**src/design/mpls_bus_pkg.sv**
```systemverilog
/*
 * MPLS bus widths and vector types
 */

package mpls_bus_pkg;

    ////////////////////////////////////////
    // Byte lanes

    localparam int BYTE_BITS = 8;

    // Physical ingress port beat
    localparam int PORT_BYTES = 2;

    // Converged bus beat of two port beats
    localparam int CONV_BYTES = 4;

    ////////////////////////////////////////
    // Port side vectors

    typedef logic [PORT_BYTES*BYTE_BITS-1:0] port_data_t;
    typedef logic [PORT_BYTES-1:0]           port_keep_t;

    ////////////////////////////////////////
    // Converged side vectors

    typedef logic [CONV_BYTES*BYTE_BITS-1:0] conv_data_t;
    typedef logic [CONV_BYTES-1:0]           conv_keep_t;

endpackage

```
**src/design/mpls_ingress_pkg.sv**
```systemverilog
/*
 * MPLS ingress sizing and types
 */

package mpls_ingress_pkg;

    // Physical ingress ports merged by the arbiter
    localparam int NUM_PORTS = 4;

    // Largest frame for this build
    localparam int MTU_BYTES = 64;

    // Room for two MTUs of converged words
    localparam int FIFO_DEPTH     = MTU_BYTES * 2 / mpls_bus_pkg::CONV_BYTES;
    localparam int FIFO_ADDR_BITS = $clog2(FIFO_DEPTH);

    // Extra msb tells full from empty
    typedef logic [FIFO_ADDR_BITS:0] fifo_ptr_t;

    typedef logic [$clog2(NUM_PORTS)-1:0] port_idx_t;

    // Frame level grant FSM
    typedef enum logic {
        ARB_IDLE,
        ARB_FRAME
    } arb_state_t;

endpackage

```
**src/design/axis_if.sv**
```systemverilog
/*
 * Converged stream interface
 */

`timescale 1ns/10ps

interface axis_if;
    import mpls_bus_pkg::*;

    conv_data_t data;
    conv_keep_t keep;
    logic       last;
    logic       valid;
    logic       ready;

    // Producer side
    modport source (
        output data,
        output keep,
        output last,
        output valid,
        input  ready
    );

    // Consumer side
    modport sink (
        input  data,
        input  keep,
        input  last,
        input  valid,
        output ready
    );

endinterface

```
**src/design/ing_frame_fifo.sv**
```systemverilog
/*
 * Store and forward frame buffer
 */

`timescale 1ns/10ps

module ing_frame_fifo (
    input  logic   clk,
    input  logic   rst,
    axis_if.sink   wr,
    axis_if.source rd,
    output logic   overflow
);
    import mpls_bus_pkg::*;
    import mpls_ingress_pkg::*;

    // Frame storage
    conv_data_t mem_data [FIFO_DEPTH];
    conv_keep_t mem_keep [FIFO_DEPTH];
    logic       mem_last [FIFO_DEPTH];

    // Write head, end of last whole frame, read head
    fifo_ptr_t wr_ptr;
    fifo_ptr_t commit_ptr;
    fifo_ptr_t rd_ptr;

    // Rest of the current frame is thrown away
    logic drop;

    logic full;
    logic wr_accept;
    logic wr_store;
    logic rd_accept;

    ////////////////////////////////////////
    // Write side

    // Never back-pressure the port
    assign wr.ready = 1'b1;

    assign full = (wr_ptr[FIFO_ADDR_BITS] != rd_ptr[FIFO_ADDR_BITS]) &&
                  (wr_ptr[FIFO_ADDR_BITS-1:0] == rd_ptr[FIFO_ADDR_BITS-1:0]);

    assign wr_accept = wr.valid && wr.ready;
    assign wr_store  = wr_accept && !drop && !full;

    // First beat that finds the buffer full
    assign overflow = wr_accept && !drop && full;

    always_ff @(posedge clk) begin
        if (rst) begin
            wr_ptr     <= '0;
            commit_ptr <= '0;
            drop       <= 1'b0;
        end else if (wr_accept) begin
            if (drop) begin
                if (wr.last) begin
                    drop <= 1'b0;
                end
            end else if (full) begin
                // Undo the partial frame
                wr_ptr <= commit_ptr;
                drop   <= !wr.last;
            end else begin
                wr_ptr <= wr_ptr + 1'b1;
                if (wr.last) begin
                    commit_ptr <= wr_ptr + 1'b1;
                end
            end
        end
    end

    always_ff @(posedge clk) begin
        if (wr_store) begin
            mem_data[wr_ptr[FIFO_ADDR_BITS-1:0]] <= wr.data;
            mem_keep[wr_ptr[FIFO_ADDR_BITS-1:0]] <= wr.keep;
            mem_last[wr_ptr[FIFO_ADDR_BITS-1:0]] <= wr.last;
        end
    end

    ////////////////////////////////////////
    // Read side

    // Only committed frames are visible
    assign rd.valid = (rd_ptr != commit_ptr);
    assign rd.data  = mem_data[rd_ptr[FIFO_ADDR_BITS-1:0]];
    assign rd.keep  = mem_keep[rd_ptr[FIFO_ADDR_BITS-1:0]];
    assign rd.last  = mem_last[rd_ptr[FIFO_ADDR_BITS-1:0]];

    assign rd_accept = rd.valid && rd.ready;

    always_ff @(posedge clk) begin
        if (rst) begin
            rd_ptr <= '0;
        end else if (rd_accept) begin
            rd_ptr <= rd_ptr + 1'b1;
        end
    end

endmodule

```
**src/design/ing_port_arbiter.sv**
```systemverilog
/*
 * Round robin frame merge
 */

`timescale 1ns/10ps

module ing_port_arbiter (
    input  logic                       clk,
    input  logic                       rst,
    axis_if.sink                       ports_in [mpls_ingress_pkg::NUM_PORTS],
    output mpls_bus_pkg::conv_data_t   conv_tdata,
    output mpls_bus_pkg::conv_keep_t   conv_tkeep,
    output logic                       conv_tlast,
    output logic                       conv_tvalid,
    input  logic                       conv_tready,
    output mpls_ingress_pkg::port_idx_t conv_port
);
    import mpls_bus_pkg::*;
    import mpls_ingress_pkg::*;

    // Flattened view of the buffer outputs
    conv_data_t           in_data [NUM_PORTS];
    conv_keep_t           in_keep [NUM_PORTS];
    logic [NUM_PORTS-1:0] in_last;
    logic [NUM_PORTS-1:0] in_valid;
    logic [NUM_PORTS-1:0] in_ready;

    arb_state_t state;
    port_idx_t  rr_ptr;
    port_idx_t  grant;
    port_idx_t  pick;
    port_idx_t  cur_port;
    logic       found;
    logic       active;
    logic       beat_done;

    for (genvar p = 0; p < NUM_PORTS; p++) begin : g_port
        assign in_data[p]        = ports_in[p].data;
        assign in_keep[p]        = ports_in[p].keep;
        assign in_last[p]        = ports_in[p].last;
        assign in_valid[p]       = ports_in[p].valid;
        assign ports_in[p].ready = in_ready[p];
    end

    ////////////////////////////////////////
    // Round robin search

    // Start from the port after the last winner
    always_comb begin
        port_idx_t cand;
        found = 1'b0;
        pick  = rr_ptr;
        for (int i = 0; i < NUM_PORTS; i++) begin
            cand = port_idx_t'(rr_ptr + i);
            if (!found && in_valid[cand]) begin
                found = 1'b1;
                pick  = cand;
            end
        end
    end

    ////////////////////////////////////////
    // Routing

    assign cur_port = (state == ARB_IDLE) ? pick : grant;
    assign active   = (state == ARB_FRAME) || found;

    assign conv_tvalid = active && in_valid[cur_port];
    assign conv_tdata  = in_data[cur_port];
    assign conv_tkeep  = in_keep[cur_port];
    assign conv_tlast  = in_last[cur_port];
    assign conv_port   = cur_port;

    assign beat_done = conv_tvalid && conv_tready;

    // Ready only to the granted buffer
    always_comb begin
        in_ready           = '0;
        in_ready[cur_port] = active && conv_tready;
    end

    ////////////////////////////////////////
    // Grant FSM

    always_ff @(posedge clk) begin
        if (rst) begin
            state  <= ARB_IDLE;
            rr_ptr <= '0;
            grant  <= '0;
        end else begin
            case (state)
                ARB_IDLE: begin
                    if (found) begin
                        grant <= pick;
                        // Single beat frames finish without leaving idle
                        if (beat_done && conv_tlast) begin
                            rr_ptr <= pick + 1'b1;
                        end else begin
                            state <= ARB_FRAME;
                        end
                    end
                end
                ARB_FRAME: begin
                    if (beat_done && conv_tlast) begin
                        state  <= ARB_IDLE;
                        rr_ptr <= grant + 1'b1;
                    end
                end
                default: state <= ARB_IDLE;
            endcase
        end
    end

endmodule

```
**src/design/ing_width_upsizer.sv**
```systemverilog
/*
 * Port to converged width upsizer
 */

`timescale 1ns/10ps

module ing_width_upsizer (
    input  logic                    clk,
    input  logic                    rst,
    input  mpls_bus_pkg::port_data_t in_data,
    input  mpls_bus_pkg::port_keep_t in_keep,
    input  logic                    in_last,
    input  logic                    in_valid,
    output logic                    in_ready,
    axis_if.source                  out
);
    import mpls_bus_pkg::*;

    // Lower lane held until its partner beat arrives
    port_data_t lo_data;
    port_keep_t lo_keep;

    // High while the lower lane is filled
    logic phase;
    logic in_accept;
    logic load_out;

    ////////////////////////////////////////
    // Handshake

    // One deep output stage refilled as it drains
    assign in_ready  = !out.valid || out.ready;
    assign in_accept = in_valid && in_ready;

    // Word complete on the upper lane or on an odd last beat
    assign load_out = in_accept && (phase || in_last);

    ////////////////////////////////////////
    // Control

    always_ff @(posedge clk) begin
        if (rst) begin
            phase     <= 1'b0;
            out.valid <= 1'b0;
        end else begin
            if (in_accept) begin
                phase <= !phase && !in_last;
            end

            if (load_out) begin
                out.valid <= 1'b1;
            end else if (out.ready) begin
                out.valid <= 1'b0;
            end
        end
    end

    ////////////////////////////////////////
    // Lane packing

    always_ff @(posedge clk) begin
        if (in_accept && !phase) begin
            lo_data <= in_data;
            lo_keep <= in_keep;
        end

        if (in_accept && phase) begin
            // Second beat goes to the upper lane
            out.data <= {in_data, lo_data};
            out.keep <= {in_keep, lo_keep};
            out.last <= in_last;
        end else if (in_accept && in_last) begin
            // Odd beat count flushes with upper keep cleared
            out.data <= {port_data_t'(0), in_data};
            out.keep <= {port_keep_t'(0), in_keep};
            out.last <= 1'b1;
        end
    end

endmodule

```
**src/design/mpls_ingress_port_array.sv**
```systemverilog
/*
 * MPLS ingress port array
 */

`timescale 1ns/10ps

module mpls_ingress_port_array (
    input  logic                                                       clk,
    input  logic                                                       rst,
    input  mpls_bus_pkg::port_data_t [mpls_ingress_pkg::NUM_PORTS-1:0] ing_tdata,
    input  mpls_bus_pkg::port_keep_t [mpls_ingress_pkg::NUM_PORTS-1:0] ing_tkeep,
    input  logic [mpls_ingress_pkg::NUM_PORTS-1:0]                     ing_tlast,
    input  logic [mpls_ingress_pkg::NUM_PORTS-1:0]                     ing_tvalid,
    output logic [mpls_ingress_pkg::NUM_PORTS-1:0]                     ing_tready,
    output logic [mpls_ingress_pkg::NUM_PORTS-1:0]                     ing_buf_overflow,
    output mpls_bus_pkg::conv_data_t                                   conv_tdata,
    output mpls_bus_pkg::conv_keep_t                                   conv_tkeep,
    output logic                                                       conv_tlast,
    output logic                                                       conv_tvalid,
    input  logic                                                       conv_tready,
    output mpls_ingress_pkg::port_idx_t                                conv_port
);
    import mpls_ingress_pkg::*;

    // Upsizer to buffer, then buffer to arbiter
    axis_if up_bus  [NUM_PORTS] ();
    axis_if buf_bus [NUM_PORTS] ();

    ////////////////////////////////////////
    // Per port adapt path

    for (genvar i = 0; i < NUM_PORTS; i++) begin : g_port
        ing_width_upsizer u_upsizer (
            .clk      (clk),
            .rst      (rst),
            .in_data  (ing_tdata[i]),
            .in_keep  (ing_tkeep[i]),
            .in_last  (ing_tlast[i]),
            .in_valid (ing_tvalid[i]),
            .in_ready (ing_tready[i]),
            .out      (up_bus[i])
        );

        // Drops whole frames when full
        ing_frame_fifo u_fifo (
            .clk      (clk),
            .rst      (rst),
            .wr       (up_bus[i]),
            .rd       (buf_bus[i]),
            .overflow (ing_buf_overflow[i])
        );
    end

    ////////////////////////////////////////
    // Converged output

    ing_port_arbiter u_arbiter (
        .clk         (clk),
        .rst         (rst),
        .ports_in    (buf_bus),
        .conv_tdata  (conv_tdata),
        .conv_tkeep  (conv_tkeep),
        .conv_tlast  (conv_tlast),
        .conv_tvalid (conv_tvalid),
        .conv_tready (conv_tready),
        .conv_port   (conv_port)
    );

endmodule

```
**config.mk**
```make
export PLATFORM = sky130hd
export DESIGN_NAME = mpls_ingress_port_array
export DESIGN_NICKNAME = d
export VERILOG_FILES = /design/src/design/mpls_bus_pkg.sv /design/src/design/mpls_ingress_pkg.sv /design/src/design/axis_if.sv /design/src/design/ing_frame_fifo.sv /design/src/design/ing_port_arbiter.sv /design/src/design/ing_width_upsizer.sv /design/src/design/mpls_ingress_port_array.sv
export SDC_FILE = /design/constraint.sdc
export NUM_CORES = 2
export LEC_CHECK = 0
export BUFFER_PORTS_ARGS = -buffer_cell sky130_fd_sc_hd__buf_4
export CAP_MARGIN = 0
export CORE_ASPECT_RATIO = 1.2
export CORE_MARGIN = 4
export CORE_UTILIZATION = 45
export DETAILED_ROUTE_END_ITERATION = 8
export GPL_TIMING_DRIVEN = 0
export PLACE_DENSITY = 0.69
export SYNTH_ARGS = -nofsm -noshare
export SYNTH_HDL_FRONTEND = slang
export SYNTH_MEMORY_MAX_BITS = 65536
export SYNTH_SLANG_ARGS = --single-unit
export TNS_END_PERCENT = 30
```
**constraint.sdc**
```tcl
create_clock -name clk -period 6.5 [get_ports clk]
set_clock_uncertainty 0.05 [all_clocks]
set_input_delay 0.65 -clock clk [delete_from_list [all_inputs] [get_ports clk]]
set_output_delay 0.65 -clock clk [all_outputs]
set_load 0.01 [all_outputs]
```
==> out/qor.csv <==
stage,metric,value,unit
placed_design,dpl.hpwl,331,mm
final_layout,area_growth,14.9,%
route,met3_length,49.2,mm
clock_network,numCtsBuffers,463,
route,route.vias.total,92000,
final_layout,final_core_util,52.0,%
timing,relSlewSlack,2.80,%
global_route,grt_pass1_wl,711,mm
logic_synthesis,synth_area,194000,µm²
floorplan,die_h,727,µm
global_route,grtUsageTotal,22.6,%
clock_network,cts_tree,done,
pwr,ir_drop,328,µV
global_route,grt_max_degree,39,
pwr,power.density,315,nW/µm²
route,top_layer,met5,
logic_synthesis,synth-edff-count,4956,
route,wl_met2,252,mm
logic_synthesis,ys_warn_count,0,
worst_setup_path,criticalPathCategory,reg -> out,
route,detail-route-antenna-nets,0,
placed_design,gp_congestion,0.884,
final_layout,fill_cells,32100,
route,post-route-drc-count,0,
worst_setup_path,cp.required,5.80,ns
timing,hold_slack,0.246,ns
floorplan,row_count,263,
floorplan,ios,131,
timing,rsz0062_at_grt,true,
timing,final_max_slew_viol_count,0,
final_layout,ff_latch_area,151000,µm²
pwr,power_switching,0.0166,W
clock_network,postCtsSetupRepairBufs,0,
placed_design,pre_cts_slack,-0.721,ns
worst_setup_path,crit_fanout,10,
floorplan,core,428000,µm²
worst_setup_path,endpoint_kind,output port,
pwr,seqPwrFrac,52.0,%
worst_hold_path,holdCritPathClass,in -> reg,
global_route,grt_overflow,0,
floorplan,dieArea,441000,µm²
timing,timing_hold_violations_final,0,
final_layout,final_nets,9101,
clock_network,cts.htree.levels,5,
global_route,grt_pass1_vias,93700,
placed_design,io_buffers,126,
run_status,failed_checks,setup timing,
clock_network,cts_sinks,5065,
final_layout,layout_commonest_cell,edfxtp_1,
route,wl_met1,177,mm
run_status,status,finished with violations,
logic_synthesis,synth_cell_type_count,58,
route,drtIter0Drc,12400,
route,dr.pass1.iters,8,
timing,setup_viol,3,
global_route,antenna_found_initial,18,
clock_network,ctsLongestPathBuffers,4,
timing,fin_ws,-0.0590,ns
floorplan,die_w,607,µm
route,routed_wirelength,502,mm
logic_synthesis,synth_flop_cell,edfxtp_1,
pwr,p_leak,66.8,nW
worst_setup_path,crit_arrival,5.86,ns
floorplan,start_util,45.2,%
timing,fmax,152,MHz
flow_run,cap_violations,0,
timing,fin_crit,6.56,ns
logic_synthesis,synth_area_per_cell,23.8,µm²
final_layout,multi_input_area,42200,µm²
final_layout,drive_above_1_share,31.6,%
worst_setup_path,cp-start-kind,flip-flop,
timing,worst_pin_slew,1.46,ns
timing,min_period_over_period,101,%
pwr,pwr-share-clk,38.2,%
route,wl_per_cell,33.3,µm
clock_network,clkSlewWorstSetupHoldPaths,0.07,ns
pwr,swShare,23.7,%
route,post_drt_via_cell_ratio,6.09,
logic_synthesis,synth-seq-cells,5065,
logic_synthesis,ys_seq_area_share,77.9,%
pwr,p_int,0.0535,W
clock_network,cts_root_buffer,clkbuf_16,
final_layout,layout_common_cells,"edfxtp_1, mux4_2, clkbuf_16",
clock_network,clk_latency,1.10,ns
logic_synthesis,synthArstFlopShare,0,%
logic_synthesis,synth_cells,8151,
pwr,p_comb_share,9.8,%
[registers in the layout, indices dropped and copies added (netlist names), 24 cells and up, named ones only]
signal and cells:
g_port.u_fifo.mem_data 4096, g_port.u_fifo.rd_ptr 24, g_port.u_fifo.mem_last 128, g_port.u_upsizer.lo_data 64, g_port.u_fifo.wr_ptr 24, g_port.u_fifo.mem_keep 512, g_port.u_upsizer.out.data 128, g_port.u_fifo.commit_ptr 24
[per-layer routing]
metal	vias up	GRT usage, %
li1	36600	-
met1	49500	28.6
met2	4951	37.3
met3	993	5.95
met4	16	9.13
met5	-	0
[power by group through the flow]
stage	combinational [W]	sequential (W)	clock, W
detailed placement	0.00651	0.0372	0
finish	0.00685	0.0365	0.0268
global placement	0.00640	0.0371	0
floorplan	0.00362	0.0369	0
global route	0.00712	0.0365	0.0286
CTS	0.00663	0.0365	0.0271
[cell families after synthesis]
| group | synth area share (%) |
|---|---|
| compound gates | 0.722 |
| xor+xnor | 0.369 |
| buf+inv | 0.977 |
| simple gates | 1.39 |
| other cells | 0.00193 |
| mux | 18.5 |
| flops | 77.9 |
| fa+ha+maj | 0.155 |
[metrics by stage]
stage / setup TNS, ns / power [W] / std cells / area (µm²)
2_1_floorplan: 0 / 0.0406 / 8154 / 194000
3_3_place_gp: -10.50 / 0.0435 / 14000 / 202000
3_5_place_dp: -12.65 / 0.0437 / 14100 / 206000
4_1_cts: -0.320 / 0.0702 / 15100 / 223000
5_1_grt: -0.124 / 0.0722 / 15100 / 223000
6_report: -0.117 / 0.0701 / 15100 / 223000
[final timing paths]
check                           startpoint                              end  slack, ns  cells past startpoint
max                              flip-flop                   conv_tdata[10]      -0.06                     11
min                          ing_tvalid[0]  g_port[0].u_upsizer.lo_data[15]       0.25                      2
max reg2reg     g_port[1].u_fifo.rd_ptr[3]       g_port[3].u_fifo.rd_ptr[5]       1.92                     16
min reg2reg  g_port[2].u_upsizer.out.valid            g_port[2].u_fifo.drop       0.45                      1
[synth_stat cells, drive strengths merged (9+ instances only)]
master  instances  area, µm²
xnor2          38        348
mux2i          86        861
buf           160        768
dfxtp         109       2180
nor3           14       70.1
edfxtp       4956     149000
mux2          147       1660
nand3          25        125
nand3b         16        120
a21oi          66        330
inv            21       78.8
nand2         151        567
nor2          231        867
clkbuf        278       1040
ha             24        300
a211oi         15        113
nor2b          16        100
o21ai          85        425
mux4         1480      33300
nand4          13       81.3
o211ai         39        307
or3             9       56.3
xor2           42        368
and3           78        488
[worst max-delay path, stage by stage (launching register included)]
cell,delay [ns]
dfxtp_1,0.32
clkbuf_1,0.45
clkbuf_4,0.43
clkbuf_2,0.48
clkbuf_2,0.43
mux4_2,0.38
mux4_2,0.48
mux2i_1,0.43
nand2_1,0.42
o21ai_0,0.17
o21ai_0,0.42
buf_4,0.34
[what timing repair did]
action | 4_1_cts | 5_1_grt
resized for setup | 196 | 52
hold endpoints to repair | 163 | 0
hold buffers | 82 | 0
setup endpoints to repair | 36 | 16
[layout make-up]
type / instances / area share (%)
sequential: 5065 / 67.8
multi-input combinational: 2629 / 19.0
clock buffer: 566 / 5.42
tap: 5697 / 3.20
timing repair buffer: 376 / 2.39
clock inverter: 294 / 1.25
buffer: 437 / 0.931
inverter: 22 / 0.0371
antenna: 10 / 0.0112
Note: power is estimated with default switching activity, not from simulation.
